===== src/common/uart_settings.svh =====
`ifndef UART_SETTINGS_SVH
`define UART_SETTINGS_SVH

// --------------------------------------------------
// clock and line rate
// --------------------------------------------------

`define UART_CLKFREQ 10_000_000 // system clock in hz.
`define UART_BAUD    625_000    // gives 16 clocks per bit.

// --------------------------------------------------
// buffering and identification
// --------------------------------------------------

`define UART_FIFO_DEPTH 4 // entries in each direction.

`define UART_IDENT 32'hbeef0023 // low two bits are overlaid with the enables.

`endif


===== src/common/uart_pkg.sv =====
`default_nettype none

package uart_pkg;

  // --------------------------------------------------
  // receive fifo entry
  // --------------------------------------------------

  typedef struct packed {
    logic       frame_err; // stop bit was sampled low.
    logic [7:0] data;
  } rx_entry_t;

  // --------------------------------------------------
  // status word, address 0
  // --------------------------------------------------

  localparam int unsigned RX_DATA_LSB = 0;
  localparam int unsigned RX_DATA_MSB = 7;
  localparam int unsigned RX_FERR     = 8;
  localparam int unsigned RX_VALID    = 9;
  localparam int unsigned TX_FULL     = 10;
  localparam int unsigned TX_IDLE     = 11;
  localparam int unsigned RX_OVF      = 12; // sticky until cleared.

  // --------------------------------------------------
  // control register, address 1
  // --------------------------------------------------

  localparam int unsigned IE_RX   = 0;
  localparam int unsigned IE_TX   = 1;
  localparam int unsigned OVF_CLR = 8; // write-only and read back as an ident bit.

endpackage

`default_nettype wire


===== src/verilog/uart_fifo.sv =====
`default_nettype none

module uart_fifo #(
  parameter type payload_t = logic [7:0],
  parameter int  DEPTH     = 4
) (
  input  wire logic     clk,
  input  wire logic     rst_n,
  input  wire logic     push,
  input  wire payload_t wdata,
  input  wire logic     pop,
  output payload_t      head,
  output logic          empty,
  output logic          full
);

  localparam int AW   = (DEPTH > 1) ? $clog2(DEPTH) : 1;
  localparam int CNTW = $clog2(DEPTH + 1);

  payload_t        mem [DEPTH];
  logic [AW-1:0]   rd_ptr;
  logic [AW-1:0]   wr_ptr;
  logic [CNTW-1:0] count;
  logic            do_push;
  logic            do_pop;

  function automatic logic [AW-1:0] ptr_inc(input logic [AW-1:0] ptr);
    if (ptr == AW'(DEPTH - 1)) return '0;
    return ptr + 1'b1;
  endfunction

  assign do_push = push & ~full;
  assign do_pop  = pop & ~empty;
  assign empty   = (count == '0);
  assign full    = (count == CNTW'(DEPTH));
  assign head    = mem[rd_ptr]; // oldest entry, visible without a pop.

  always_ff @(posedge clk or negedge rst_n) begin
    if (!rst_n) begin
      rd_ptr <= '0;
      wr_ptr <= '0;
      count  <= '0;
    end else begin
      if (do_push) wr_ptr <= ptr_inc(wr_ptr);
      if (do_pop) rd_ptr <= ptr_inc(rd_ptr);
      if (do_push && !do_pop) begin
        count <= count + 1'b1;
      end else if (do_pop && !do_push) begin
        count <= count - 1'b1;
      end
    end
  end

  always_ff @(posedge clk) begin
    if (do_push) mem[wr_ptr] <= wdata;
  end

endmodule

`default_nettype wire


===== src/uart/uart_tx.sv =====
`default_nettype none

module uart_tx #(
  parameter int CLKFREQ = 10_000_000,
  parameter int BAUD    = 625_000
) (
  input  wire logic       clk,
  input  wire logic       rst_n,
  input  wire logic       start,
  input  wire logic [7:0] data,
  output logic            ready,
  output logic            tx
);

  localparam int DIV = CLKFREQ / BAUD;
  localparam int CW  = (DIV > 1) ? $clog2(DIV) : 1;

  logic [CW-1:0] baud_cnt;
  logic [3:0]    bit_cnt;
  logic [9:0]    shreg;
  logic          busy;

  assign ready = ~busy;
  assign tx    = shreg[0]; // shifts in ones, so the line idles high.

  // --------------------------------------------------
  // frame sequencer
  // --------------------------------------------------

  always_ff @(posedge clk or negedge rst_n) begin
    if (!rst_n) begin
      busy     <= 1'b0;
      baud_cnt <= '0;
      bit_cnt  <= '0;
      shreg    <= '1;
    end else if (!busy) begin
      if (start) begin
        busy     <= 1'b1;
        baud_cnt <= '0;
        bit_cnt  <= '0;
        shreg    <= {1'b1, data, 1'b0}; // stop, data lsb first, start.
      end
    end else begin
      if (baud_cnt == CW'(DIV - 1)) begin
        baud_cnt <= '0;
        bit_cnt  <= bit_cnt + 4'd1;
        shreg    <= {1'b1, shreg[9:1]};
      end else begin
        baud_cnt <= baud_cnt + 1'b1;
      end

      // ready rises in the last stop bit cycle.
      // A queued byte then starts right after the stop bit.
      if (bit_cnt == 4'd9 && baud_cnt == CW'(DIV - 2)) begin
        busy <= 1'b0;
      end
    end
  end

endmodule

`default_nettype wire


===== src/uart/uart_rx.sv =====
`default_nettype none

module uart_rx #(
  parameter int CLKFREQ = 10_000_000,
  parameter int BAUD    = 625_000
) (
  input  wire logic          clk,
  input  wire logic          rst_n,
  input  wire logic          rx,
  output logic               strobe,
  output uart_pkg::rx_entry_t entry
);

  localparam int DIV = CLKFREQ / BAUD;
  localparam int CW  = (DIV > 1) ? $clog2(DIV) : 1;

  typedef enum logic [1:0] {
    S_IDLE,
    S_START,
    S_DATA,
    S_STOP
  } state_t;

  state_t        state;
  logic [1:0]    sync;
  logic          rx_s;
  logic          rx_prev;
  logic [CW-1:0] baud_cnt;
  logic [2:0]    bit_cnt;
  logic [7:0]    shreg;
  logic          half_tick;
  logic          bit_tick;

  assign rx_s      = sync[1];
  assign half_tick = (baud_cnt == CW'(DIV / 2 - 1));
  assign bit_tick  = (baud_cnt == CW'(DIV - 1));

  // --------------------------------------------------
  // synchronizer and frame control
  // --------------------------------------------------

  always_ff @(posedge clk or negedge rst_n) begin
    if (!rst_n) begin
      sync     <= 2'b11;
      rx_prev  <= 1'b1;
      state    <= S_IDLE;
      baud_cnt <= '0;
      bit_cnt  <= '0;
      strobe   <= 1'b0;
    end else begin
      sync     <= {sync[0], rx};
      rx_prev  <= rx_s;
      strobe   <= 1'b0;
      baud_cnt <= baud_cnt + 1'b1;
      case (state)
        S_IDLE: begin
          baud_cnt <= '0;
          if (rx_prev && !rx_s) state <= S_START; // falling edge only.
        end
        S_START: begin
          if (half_tick) begin
            baud_cnt <= '0;
            bit_cnt  <= '0;
            state    <= rx_s ? S_IDLE : S_DATA; // high again means a glitch.
          end
        end
        S_DATA: begin
          if (bit_tick) begin
            baud_cnt <= '0;
            bit_cnt  <= bit_cnt + 3'd1;
            if (bit_cnt == 3'd7) state <= S_STOP;
          end
        end
        default: begin
          if (bit_tick) begin
            strobe <= 1'b1;
            state  <= S_IDLE;
          end
        end
      endcase
    end
  end

  // --------------------------------------------------
  // sampled data
  // --------------------------------------------------

  always_ff @(posedge clk) begin
    if (state == S_DATA && bit_tick) shreg <= {rx_s, shreg[7:1]};
    if (state == S_STOP && bit_tick) begin
      entry.data      <= shreg;
      entry.frame_err <= ~rx_s;
    end
  end

endmodule

`default_nettype wire


===== src/uart/uart_regs.sv =====
`default_nettype none

`include "uart_settings.svh"

module uart_regs (
  input  wire logic                clk,
  input  wire logic                rst_n,
  input  wire logic                select,
  input  wire logic                write,
  input  wire logic                address,
  input  wire logic [3:0]          be,
  input  wire logic [31:0]         data_in,
  output logic      [31:0]         data_out,
  output logic      [1:0]          interrupt,
  input  wire logic [7:0]          tx_head,
  input  wire logic                tx_empty,
  input  wire logic                tx_full,
  output logic                     tx_push,
  output logic                     tx_pop,
  output logic      [7:0]          tx_wdata,
  input  wire uart_pkg::rx_entry_t rx_head,
  input  wire logic                rx_empty,
  input  wire logic                rx_full,
  output logic                     rx_push,
  output logic                     rx_pop,
  output uart_pkg::rx_entry_t      rx_wdata,
  input  wire logic                tx_ready,
  output logic                     tx_start,
  input  wire logic                rx_strobe,
  input  wire uart_pkg::rx_entry_t rx_entry
);

  logic        wr_acc;
  logic        rd_acc;
  logic        ie_rx;
  logic        ie_tx;
  logic        rx_ovf;
  logic        tx_idle;
  logic [31:0] status_word;
  logic [31:0] ident_word;

  assign wr_acc = select & write;
  assign rd_acc = select & ~write;

  // --------------------------------------------------
  // fifo strobes and transmitter start
  // --------------------------------------------------

  assign tx_push  = wr_acc & ~address & be[0]; // dropped by the fifo when full.
  assign tx_wdata = data_in[7:0];
  assign tx_start = tx_ready & ~tx_empty;
  assign tx_pop   = tx_start; // tx_head is the byte latched by the transmitter.
  assign rx_pop   = rd_acc & ~address;
  assign rx_push  = rx_strobe;
  assign rx_wdata = rx_entry;
  assign tx_idle  = tx_empty & tx_ready;

  // --------------------------------------------------
  // control state
  // --------------------------------------------------

  always_ff @(posedge clk or negedge rst_n) begin
    if (!rst_n) begin
      ie_rx  <= 1'b0;
      ie_tx  <= 1'b0;
      rx_ovf <= 1'b0;
    end else begin
      if (wr_acc && address && be[0]) begin
        ie_rx <= data_in[uart_pkg::IE_RX];
        ie_tx <= data_in[uart_pkg::IE_TX];
        if (data_in[uart_pkg::OVF_CLR]) rx_ovf <= 1'b0;
      end
      if (rx_strobe && rx_full) rx_ovf <= 1'b1; // a new loss wins over a clear.
    end
  end

  // --------------------------------------------------
  // read data
  // --------------------------------------------------

  always_comb begin
    status_word = '0;
    status_word[uart_pkg::RX_DATA_MSB:uart_pkg::RX_DATA_LSB] = rx_head.data;
    status_word[uart_pkg::RX_FERR]  = rx_head.frame_err;
    status_word[uart_pkg::RX_VALID] = ~rx_empty;
    status_word[uart_pkg::TX_FULL]  = tx_full;
    status_word[uart_pkg::TX_IDLE]  = tx_idle;
    status_word[uart_pkg::RX_OVF]   = rx_ovf;
  end

  always_comb begin
    ident_word = `UART_IDENT;
    ident_word[uart_pkg::IE_RX] = ie_rx;
    ident_word[uart_pkg::IE_TX] = ie_tx;
  end

  always_comb begin
    data_out = '0;
    if (rd_acc) data_out = address ? ident_word : status_word;
  end

  assign interrupt[0] = ie_rx & ~rx_empty;
  assign interrupt[1] = ie_tx & tx_idle;

endmodule

`default_nettype wire


===== src/verilog/uart_top.sv =====
`default_nettype none

`include "uart_settings.svh"

module uart_top (
  input  wire logic        clk,
  input  wire logic        rst_n,
  input  wire logic        rx,
  output logic             tx,
  input  wire logic        select,
  input  wire logic        write,
  input  wire logic        address,
  input  wire logic [3:0]  be,
  input  wire logic [31:0] data_in,
  output logic      [31:0] data_out,
  output logic      [1:0]  interrupt
);

  logic [7:0]          tx_head;
  logic                tx_empty;
  logic                tx_full;
  logic                tx_push;
  logic                tx_pop;
  logic [7:0]          tx_wdata;
  uart_pkg::rx_entry_t rx_head;
  logic                rx_empty;
  logic                rx_full;
  logic                rx_push;
  logic                rx_pop;
  uart_pkg::rx_entry_t rx_wdata;
  logic                tx_ready;
  logic                tx_start;
  logic                rx_strobe;
  uart_pkg::rx_entry_t rx_entry;

  // --------------------------------------------------
  // register block and buffers
  // --------------------------------------------------

  uart_regs i_regs (
    .clk(clk), .rst_n(rst_n), .select(select), .write(write), .address(address),
    .be(be), .data_in(data_in), .data_out(data_out), .interrupt(interrupt),
    .tx_head(tx_head), .tx_empty(tx_empty), .tx_full(tx_full), .tx_push(tx_push),
    .tx_pop(tx_pop), .tx_wdata(tx_wdata), .rx_head(rx_head), .rx_empty(rx_empty),
    .rx_full(rx_full), .rx_push(rx_push), .rx_pop(rx_pop), .rx_wdata(rx_wdata),
    .tx_ready(tx_ready), .tx_start(tx_start), .rx_strobe(rx_strobe), .rx_entry(rx_entry)
  );

  uart_fifo #(.payload_t(logic [7:0]), .DEPTH(`UART_FIFO_DEPTH)) tx_fifo (
    .clk(clk), .rst_n(rst_n), .push(tx_push), .wdata(tx_wdata), .pop(tx_pop),
    .head(tx_head), .empty(tx_empty), .full(tx_full)
  );

  uart_fifo #(.payload_t(uart_pkg::rx_entry_t), .DEPTH(`UART_FIFO_DEPTH)) rx_fifo (
    .clk(clk), .rst_n(rst_n), .push(rx_push), .wdata(rx_wdata), .pop(rx_pop),
    .head(rx_head), .empty(rx_empty), .full(rx_full)
  );

  // --------------------------------------------------
  // serial engines
  // --------------------------------------------------

  uart_tx #(.CLKFREQ(`UART_CLKFREQ), .BAUD(`UART_BAUD)) i_tx (
    .clk(clk), .rst_n(rst_n), .start(tx_start), .data(tx_head), .ready(tx_ready), .tx(tx)
  );

  uart_rx #(.CLKFREQ(`UART_CLKFREQ), .BAUD(`UART_BAUD)) i_rx (
    .clk(clk), .rst_n(rst_n), .rx(rx), .strobe(rx_strobe), .entry(rx_entry)
  );

endmodule

`default_nettype wire


===== config.mk =====
export PLATFORM = sky130hd
export DESIGN_NAME = uart_top
export DESIGN_NICKNAME = d
export VERILOG_FILES = /design/src/common/uart_pkg.sv /design/src/verilog/uart_fifo.sv /design/src/uart/uart_tx.sv /design/src/uart/uart_rx.sv /design/src/uart/uart_regs.sv /design/src/verilog/uart_top.sv
export VERILOG_INCLUDE_DIRS = /design/src /design/src/common
export SDC_FILE = /design/constraint.sdc
export NUM_CORES = 1
export LEC_CHECK = 0
export BUFFER_PORTS_ARGS = -buffer_cell sky130_fd_sc_hd__buf_2
export CORE_UTILIZATION = 57
export CTS_CLUSTER_SIZE = 25
export DETAILED_ROUTE_END_ITERATION = 12
export GPL_ROUTABILITY_DRIVEN = 0
export PLACE_DENSITY = 0.79
export SYNTH_ARGS = -nofsm -noshare
export SYNTH_HDL_FRONTEND = slang
export SYNTH_SLANG_ARGS = --single-unit

===== constraint.sdc =====
create_clock -name clk -period 2.6 [get_ports clk]
set_input_delay 0.26 -clock clk [delete_from_list [all_inputs] [get_ports clk]]
set_output_delay 0.26 -clock clk [all_outputs]
set_load 0.005 [all_outputs]

## Word-level counts from Yosys, hierarchy flattened

Memory sizes are Yosys's and may differ from the RTL's.
Cells that the tools add are included.
W data, S select, Z words.

| operators by class | value |
|---|---|
| eq/ne operators | 20 |
| bitwise operators | 21 |
| add/sub/neg operators | 12 |
| reduce and logical (&&, ||, !) cells | 31 |
| mux-type cells | 55 |

Operators by type and width:

| kind | count |
|---|---|
| $mux W32 | 2 |
| $mux W10 | 3 |
| $mux W2 | 14 |
| $mux W4 | 7 |
| $mux W1 | 20 |
| $mux W3 | 6 |
| $eq A4 B4 Y1 const B | 4 |
| $and A1 B1 Y1 | 13 |
| $add A4 B1 Y4 const B | 3 |
| $eq A2 B2 Y1 const B | 6 |
| $pmux W4 S3 | 1 |
| $reduce_bool A2 Y1 | 6 |
| $logic_and A1 B1 Y1 | 11 |
| $add A3 B1 Y3 const B | 3 |
| $eq A3 B3 Y1 const B | 3 |
| $add A2 B1 Y2 const B | 4 |
| $ne A2 B1 Y1 const B | 4 |
| $not A1 Y1 | 8 |
| $logic_not A3 Y1 | 2 |
| $pmux W2 S3 | 1 |
| $pmux W3 S2 | 1 |
| $sub A3 B1 Y3 const B | 2 |
| $logic_not A1 Y1 | 5 |
| $reduce_and A5 Y1 | 1 |
| other kinds (8) | 9 |

| word-level totals | value |
|---|---|
| memories kept | 2 |
| bits of input ports | 42 |
| logic and storage cells | 163 |
| memory bits (writable) | 68 |
| register bits after elaboration | 66 |
| output and inout port bits | 35 |

Memory list:

| memory | depth | bits a word | rd ports | clocked after memory_dff | write ports | RTL line | RTL |
|---|---|---|---|---|---|---|---|
| rx_fifo.mem | 4 | 9 | 1 | 0 | 1 | uart_fifo.sv:20 | `payload_t mem [DEPTH];` |
| tx_fifo.mem | 4 | 8 | 1 | 0 | 1 | uart_fifo.sv:20 |  |

## Depth between registers and ports, before layout

Gate-level depths: netlist (run 1).

| depth | value |
|---|---|
| depth after elaboration | 8 |
| mapped depth | 10 |
| depth with buffers taken out | 9 |

## Modules after synthesis

From an unflattened synthesis (run 1), not the netlist that was laid out.

| unflattened totals | value |
|---|---|
| cell total of the unflattened synthesis | 394 |
| area total of the unflattened synthesis | 5995.8 um^2 |

By module, submodules not included:

| module | cells each | times used | area an instance (um^2) | sequential area each (um^2) |
|---|---|---|---|---|
| uart_fifo at rx_fifo | 84 | 1 | 1752.9 | 1256.2 |
| uart_fifo at tx_fifo | 79 | 1 | 1620.3 | 1136.1 |
| uart_rx | 75 | 1 | 1149.9 | 839.6 |
| uart_tx | 86 | 1 | 893.4 | 461.7 |
| uart_regs | 70 | 1 | 579.3 | 75.1 |

## Worst setup path after synthesis (run 1)

No wires, ideal clock.

| path | value |
|---|---|
| path type | flip-flop to flip-flop |
| from | reg tx_fifo.count[0] |
| to | reg tx_fifo.count[2] |
| setup time | 0.079 ns |
| data required time | 2.521 ns |
| path buffers | 0 |
| clock period less this slack | 2.057 ns |
| stages on the path, launching flop included | 9 |
| setup slack | 0.543 ns |
| data arrival time | 1.978 ns |
| cells stage by stage | dfrtp_1 nor2_1 a211oi_4 ha_1 inv_1 fa_1 xor2_1 nor2_1 xor2_1 |

| between the ends | value |
|---|---|
| elaborated cells between the ends (all ways) | 16 |
| classes of those cells | add/sub: 2; eq/ne: 1; mux: 2; bitwise: 5; reduce/logical: 6 |

RTL lines:

| item | RTL line | RTL |
|---|---|---|
| start: declaration | uart_fifo.sv:23 | `logic [CNTW-1:0] count;` |
| start signal: assignment | uart_fifo.sv:47 | `count <= count + 1'b1;` |
| start signal: assignment | uart_fifo.sv:49 | `count <= count - 1'b1;` |
| $eq A3 B3 Y1 (*) | uart_fifo.sv:35 | `assign full = (count == CNTW'(DEPTH));` |
| $not A1 Y1 (*) | uart_fifo.sv:32 | `assign do_push = push & ~full;` |
| $and A1 B1 Y1 (*) | uart_fifo.sv:32 |  |
| net tx_fifo.do_push | uart_fifo.sv:24 | `logic do_push;` |
| $logic_not A1 Y1 | uart_fifo.sv:48 | `end else if (do_pop && !do_push) begin` |
| $logic_and A1 B1 Y1 | uart_fifo.sv:48 |  |
| $reduce_bool A2 Y1 (no line) | n/a |  |

Mark *: on every way through the listed nets, which the timed path passes. The rest lies on a longest branch. The select of a mux whose other input is x is not followed.
A chain may end at the register's enable or synchronous reset.

## Worst setup path in the final report (run 1)

| path | value |
|---|---|
| from | reg rx_fifo.rd_ptr[0] |
| to | out data_out[1] |

| between the ends | value |
|---|---|
| longest elaborated chain between the ends | 3 |

Ends and longest elaborated chain:

| item | RTL line | RTL |
|---|---|---|
| start: declaration | uart_fifo.sv:21 | `logic [AW-1:0] rd_ptr;` |
| start signal: assignment | uart_fifo.sv:45 | `if (do_pop) rd_ptr <= ptr_inc(rd_ptr);` |
| $mem_v2 Z4 W9 | n/a |  |
| $mux W32 (2 in a row) | uart_regs.sv:99 | `if (rd_acc) data_out = address ? ident_word : status_word;` |
| end: declaration | uart_top.sv:15 | `output logic [31:0] data_out,` |

Every way passes these cells.

==> metrics, run 1 <==
status=completed; row cnt=36; Clock Tree Root=clkbuf_8; vias in the first global route=about 3100; CP Max Fanout=12; routed via count=3212; TNS Setup=0 ns; Final nets=501; Leakage=roughly 2.6 nW; filler cell count=666; Critical R2R Capture=rx_fifo.count[2]$_DFFE_PN0P_; Seq/Total Area, Yosys=0.648; grt ovf=0; Hold Crit Endpoint=tx_fifo.mem[3][1]$_DFFE_PP_; Final Hold Vio Count=0; worst-path cell chain=mux4_2 -> a22o_1 -> buf_2; largest net degree at the start of global routing=47; Crit Path Class=flop to output port; dpl hpwl=6220 um; fin crit period=~2.3 ns; first-pass GRT wire length=15500 um; Worst Hold Class=input pin to flop; ys flop type=edfxtp_1; core region area=9820 um2; Tcrit/Tclk final=0.883; DR iter-0 viols=112; Overall Global Routing Usage=0.203; unrepaired setup endpoints after global routing=no; post-layout util=0.681; Worst R2R Start=rx_fifo.count[0]$_DFFE_PN0P_; die area=10600 um2; clk buf depth=2; number of vias per cell=5.50; Die Y=103 um; antenna-violating nets left=0; placed insts=544; Worst-path clk slew=0.06 ns; number of synthesized flops with an enable pin=85; Starting Density=0.592; crit-path max cell delay=around 0.6 ns; most frequent cells after synthesis=edfxtp_1 (85), dfrtp_1 (36), nor2_1 (21); CTS Sinks=133; Buf+Inv Stages, Crit Path=1; Crit. End Element=output port; Inserted Diodes=0; Mapped Cells=about 390; Final Skew=0.00794 ns; drt pass-1 iters=4; HP Start=data_in[1]; Final Setup Violations=0; R2R depth=9; Synth area leaders=edfxtp_1 (44%), dfrtp_1 (15%), dfstp_2 (5.4%); crit-path leading delay family=flip-flops; Synth area leader=edfxtp_1; detailed-route DRC error count=0; Final Power=0.00601 W; Max Freq=435 MHz; Max Slew Vio Count=0; PwrDens=898 nW/um2; Crit path required time=2.34 ns; final wirelength=9620 um; crit path DAT=~2.0 ns; most common cell in the netlist=edfxtp_1; FF+latch count, synth=133; Yosys warnings=0; WHS=~0.028 ns; mapped cell area=approximately 5800 um2; Levels on crit path=3; WL/cell=16.5 um; H-tree Lvls=4; slew margin rel.=0.247; worst skew pair latency=~0.52 ns; Slew @ Worst Pin=1.13 ns; maxcap violations=0; R2R setup slack=0.32 ns; CTS tree=built; syn avg cell area=15.0 um2; WHS Path Cells=1; slowest CP cell=dfrtp_2; share of cells above drive strength 1=0.286; area grow syn2layout=15.0%; Worst VDD drop=between 500 and 600 uV; unique cell type count in the Yosys netlist=54; async set-or-reset flop fraction in the synthesized netlist=0.361; Die W=103 um; Buffers on Ports=44; # IOs=77; initial antenna violation count=0; area share of the largest cell type after synthesis=0.439; Worst setup SP type=flop; post-route insts no fill=584; CTS buffer count=17
==> final cells by class <==
cell class | count | area (um2) | share of cell area
Clock buffer | 18 | 418 | 0.0625
Inverter | 19 | 71.3 | 0.0107
Multi-Input combinational cell | 209 | 1760 | 0.264
Tap cell | 133 | 166 | 0.0249
Sequential cell | 133 | 3770 | 0.564
Timing Repair Buffer | 58 | 345 | 0.0516
Clock inverter | 14 | 154 | 0.0230
==> power breakdown <==
group / internal (W) / switching, W / leakage (nW)
sequential: 0.00254 / 0.000364 / 1.33
combinational: 0.000500 / 0.000350 / 1.01
clock: 0.00137 / 0.000882 / 0.272
==> placed cells by master, fill, tap and decap left out, types with 5 or more instances in the layout <==
cell           count
o211ai_1           7
edfxtp_1          85
conb_1             6
clkbuf_16         16
inv_1             19
o32a_1             7
mux4_2             9
and2_1            11
mux2i_1           17
dfstp_2           12
ha_1              19
o21ai_0            5
clkinv_4           5
dfrtp_1           35
xor2_1             6
nor3_1            13
dlygate4sd3_1      8
nor2_1            21
buf_4              6
buf_2             44
and2b_2            6
nand2_1           13
nand3_1            8
mux2_2            11
==> kinds of logic after synthesis <==
| family | after synthesis | share of synthesized area |
|---|---|---|
| flip-flops | 133 | 0.648 |
| XOR/XNOR | 10 | 0.0151 |
| buffers and inverters | 51 | 0.0518 |
| adder cells (fa/ha/maj) | 21 | 0.0478 |
| multiplexers | 39 | 0.0906 |
| other | 1 | 0.000645 |
| AO/OA/AOI/OAI | 42 | 0.0585 |
| AND/OR/NAND/NOR | 91 | 0.0876 |
==> layer usage <==
layer  track usage  share of wire
met1         0.261           0.44
met5             0              0
met3        0.0536          0.052
met2         0.332           0.50
met4        0.0780          0.011
==> state kept, by name, summed over array words and instances (netlist names), 3 cells and up <==
name and flops:
rx_fifo.count 3, rx_fifo.mem 36, tx_fifo.mem 32, tx_fifo.count 3, i_rx.entry 9, i_rx.shreg 8, i_rx.bit_cnt 3, i_tx.bit_cnt 4
i_rx.baud_cnt 4, i_tx.shreg 9, i_tx.baud_cnt 4
==> repair_timing <==
action	4_1_cts	5_1_grt
setup buffers	0	0
hold endpoints to repair	61	0
gates resized for setup	0	1
hold buffers	8	0
endpoints found under the setup margin	0	2
==> how the worst max path moves through the flow <==
stage / startpoint / end / slack, ns
2_1_floorplan: tx_fifo.count[0]$_DFFE_PN0P_ / tx_fifo.count[2]$_DFFE_PN0P_ / 0.54
3_3_place_gp: address / rx_fifo.count[1]$_DFFE_PN0P_ / 0.44
3_5_place_dp: address / rx_fifo.count[1]$_DFFE_PN0P_ / 0.37
4_1_cts: rx_fifo.rd_ptr[0]$_DFFE_PN0P_ / data_out[1] / 0.03
5_1_grt: rx_fifo.count[0]$_DFFE_PN0P_ / rx_fifo.count[2]$_DFFE_PN0P_ / 0.13
6_report: rx_fifo.rd_ptr[0]$_DFFE_PN0P_ / data_out[1] / 0.30
==> per-stage QoR <==
step	setup slack (ns)	cell area, um2
after floorplan	0.543	5830
after detailed placement	0.374	6040
after global routing	0.135	6690
after global placement	0.445	6040
final	0.303	6690
after CTS	0.0286	6690
No activity file was read; power rests on OpenSTA's default activity.
==> inputs of run 2 (changes only) <==
- RECOVER_POWER: default -> 100
==> metrics, run 2 (synthesis results as in run 1) <==
Reg power frac=0.485 (+0.002); Buffers on Ports=44 (unchanged); Comb pwr share=0.137 (-0.005); fin area=6600 um2 (-1.3%); area grow syn2layout=13.5%; detailed-route DRC error count=0 (unchanged); dpl hpwl=6220 um (unchanged); Die W=103 um (unchanged); slew margin rel.=0.242 (-0.00575); CTS tree=built; maxcap violations=0 (unchanged); CTS buffer count=17 (unchanged); crit-path leading delay family=simple AND/OR/NAND/NOR gates; Worst setup SP type=flop; Die Y=103 um (unchanged); Starting Density=0.592 (unchanged); Crit path required time=2.34 ns (about the same); worst skew pair latency=0.52 ns (about the same); unrepaired setup endpoints after global routing=no; Clock power frac=0.378 (+0.003); TNS Setup=0 ns (unchanged); fin crit period=2.31 ns (+0.0109 ns); Int Pwr=0.00438 W (-0.66%); Final Skew=0.00772 ns (-0.000223 ns); Buf+Inv Stages, Crit Path=1 (unchanged); Tcrit/Tclk final=0.887 (+0.00420); routed via count=3228 (+0.50%); crit path DAT=2.05 ns (about the same); Top reg by flops=rx_fifo.mem; CTS Sinks=133 (unchanged); Inserted Diodes=0 (unchanged); Crit Path Class=flop to output port; Crit. End Element=output port; Final Hold Vio Count=0 (unchanged); crit-path max cell delay=0.75 ns (+0.16 ns); Worst Hold Class=input pin to flop; max reg flops=36 (unchanged); largest registers=rx_fifo.mem: 36 flops, tx_fifo.mem: 32 flops; CP Max Fanout=6 (-6); Max Freq=433 MHz (-0.47%); Switching Share=0.264 (-0.00202); Leakage=2.46 nW (-5.8%); H-tree Lvls=4 (unchanged); slowest CP cell=nor4_1; antenna-violating nets left=0 (unchanged); Final Setup Violations=0 (unchanged); commonest cells after routing, fill and taps aside=edfxtp_1 (85), clkbuf_1 (37), dfrtp_1 (35); Overall Global Routing Usage=0.203 (unchanged); PwrDens=902 nW/um2 (+0.42%); Final Power=0.00595 W (-0.93%); WL/cell=16.4 um (-0.19%); final wirelength=9600 um (-0.19%); Slew @ Worst Pin=1.14 ns (+0.00862 ns); grt ovf=0 (unchanged); number of vias per cell=5.53 (+0.50%); core region area=9820 um2 (unchanged); row cnt=36 (unchanged); drt pass-1 iters=4 (unchanged); placed cell area=6040 um2 (unchanged); initial antenna violation count=0 (unchanged); clk buf depth=2 (unchanged); Clock Tree Root=clkbuf_8; first-pass GRT wire length=15500 um (unchanged); Max Slew Vio Count=0 (unchanged); DR iter-0 viols=140 (+25%); vias in the first global route=3123 (unchanged); worst-path cell chain=nor4_1 -> and2_1 -> buf_2; status=completed; most common cell after layout, fill and taps aside=edfxtp_1; # IOs=77 (unchanged); Psw=0.00157 W (-1.7%); Worst-path clk slew=0.06 ns (about the same); Final nets=501 (unchanged); die area=10600 um2 (unchanged); share of cells above drive strength 1=0.193 (-0.0931); Worst VDD drop=546 uV (-0.13%); largest net degree at the start of global routing=47 (unchanged)
run 2: changes by cell type in the layout (fill, tap and decap cells not counted), moves of 2 or more:
cell / previous run / this run
and2_0: 1 / 10
and2_1: 11 / 2
buf_2: 44 / 11
buf_4: 6 / 2
clkbuf_1: 1 / 37
mux2_1: 0 / 2
mux2_4: 2 / 0
run 2: repair_timing:
item                                    CTS  global route
hold endpoints to repair                 61             0
setup buffers                             0             0
gates resized for setup                   0             1
endpoints found under the setup margin    0             2
hold buffers                              8             0
run 2: final cells by class:
class	count	area, um2
fillers	699	3220
clock inverters	14	154
clock buffers	18	418
repair buffers	58	290
inverters	19	71.3
flip-flops and latches	133	3770
well taps	133	166
multi-input cells	209	1730
run 2: layer usage:
metal / vias up / track usage / wire length (um)
li1: 1521 / - / -
met1: 1602 / 0.261 / 4260
met2: 95 / 0.332 / 4760
met3: 10 / 0.0536 / 472
met4: 0 / 0.0780 / 103
met5: - / 0 / 0
run 2: worst paths after layout:
| kind | depth (start not counted) | startpoint | slack (ns) | end |
|---|---|---|---|---|
| setup / recovery | 3 | tx_fifo.count[0]$_DFFE_PN0P_ | 0.29 | interrupt[1] |
| hold / removal | 4 | data_in[8] | 0.07 | i_regs.rx_ovf$_DFFE_PN0P_ |
| setup reg to reg | 9 | rx_fifo.count[0]$_DFFE_PN0P_ | 0.33 | rx_fifo.count[2]$_DFFE_PN0P_ |
| hold reg to reg | 0 | i_rx.sync[0]$_DFF_PN1_ | 0.36 | i_rx.sync[1]$_DFF_PN1_ |
| max in group asynchronous | 2 | rst_n | 1.33 | rx_fifo.rd_ptr[0]$_DFFE_PN0P_ |
| min in group asynchronous | 2 | rst_n | 0.51 | rx_fifo.rd_ptr[1]$_DFFE_PN0P_ |
run 2: per-stage QoR:
stage	hold slack, ns	std cells	worst slack [ns]	utilization
after floorplan	-0.0356	393	0.543	-
after global placement	0.346	544	0.445	0.615
after detailed placement	0.347	544	0.374	0.615
after CTS	0.00418	584	0.0286	0.681
after global routing	0.0891	584	0.0775	0.672
final	0.0726	584	0.293	0.672
run 2: power groups by stage:
stage / Clock (W) / Sequential (W) / Combinational, W
floorplan: 0 / 0.00278 / 0.000786
global placement: 0 / 0.00292 / 0.000782
detailed placement: 0 / 0.00293 / 0.000840
CTS: 0.00228 / 0.00290 / 0.000865
global route: 0.00237 / 0.00294 / 0.000929
finish: 0.00225 / 0.00288 / 0.000816
run 2: worst min-delay path, delay by kind of cell:
| kind | cells | cell delay (ns) |
|---|---|---|
| buffers and inverters | 2 | 0.14 |
| and+or+nand+nor | 1 | 0.07 |
| AOI/OAI and AO/OA | 1 | 0.09 |
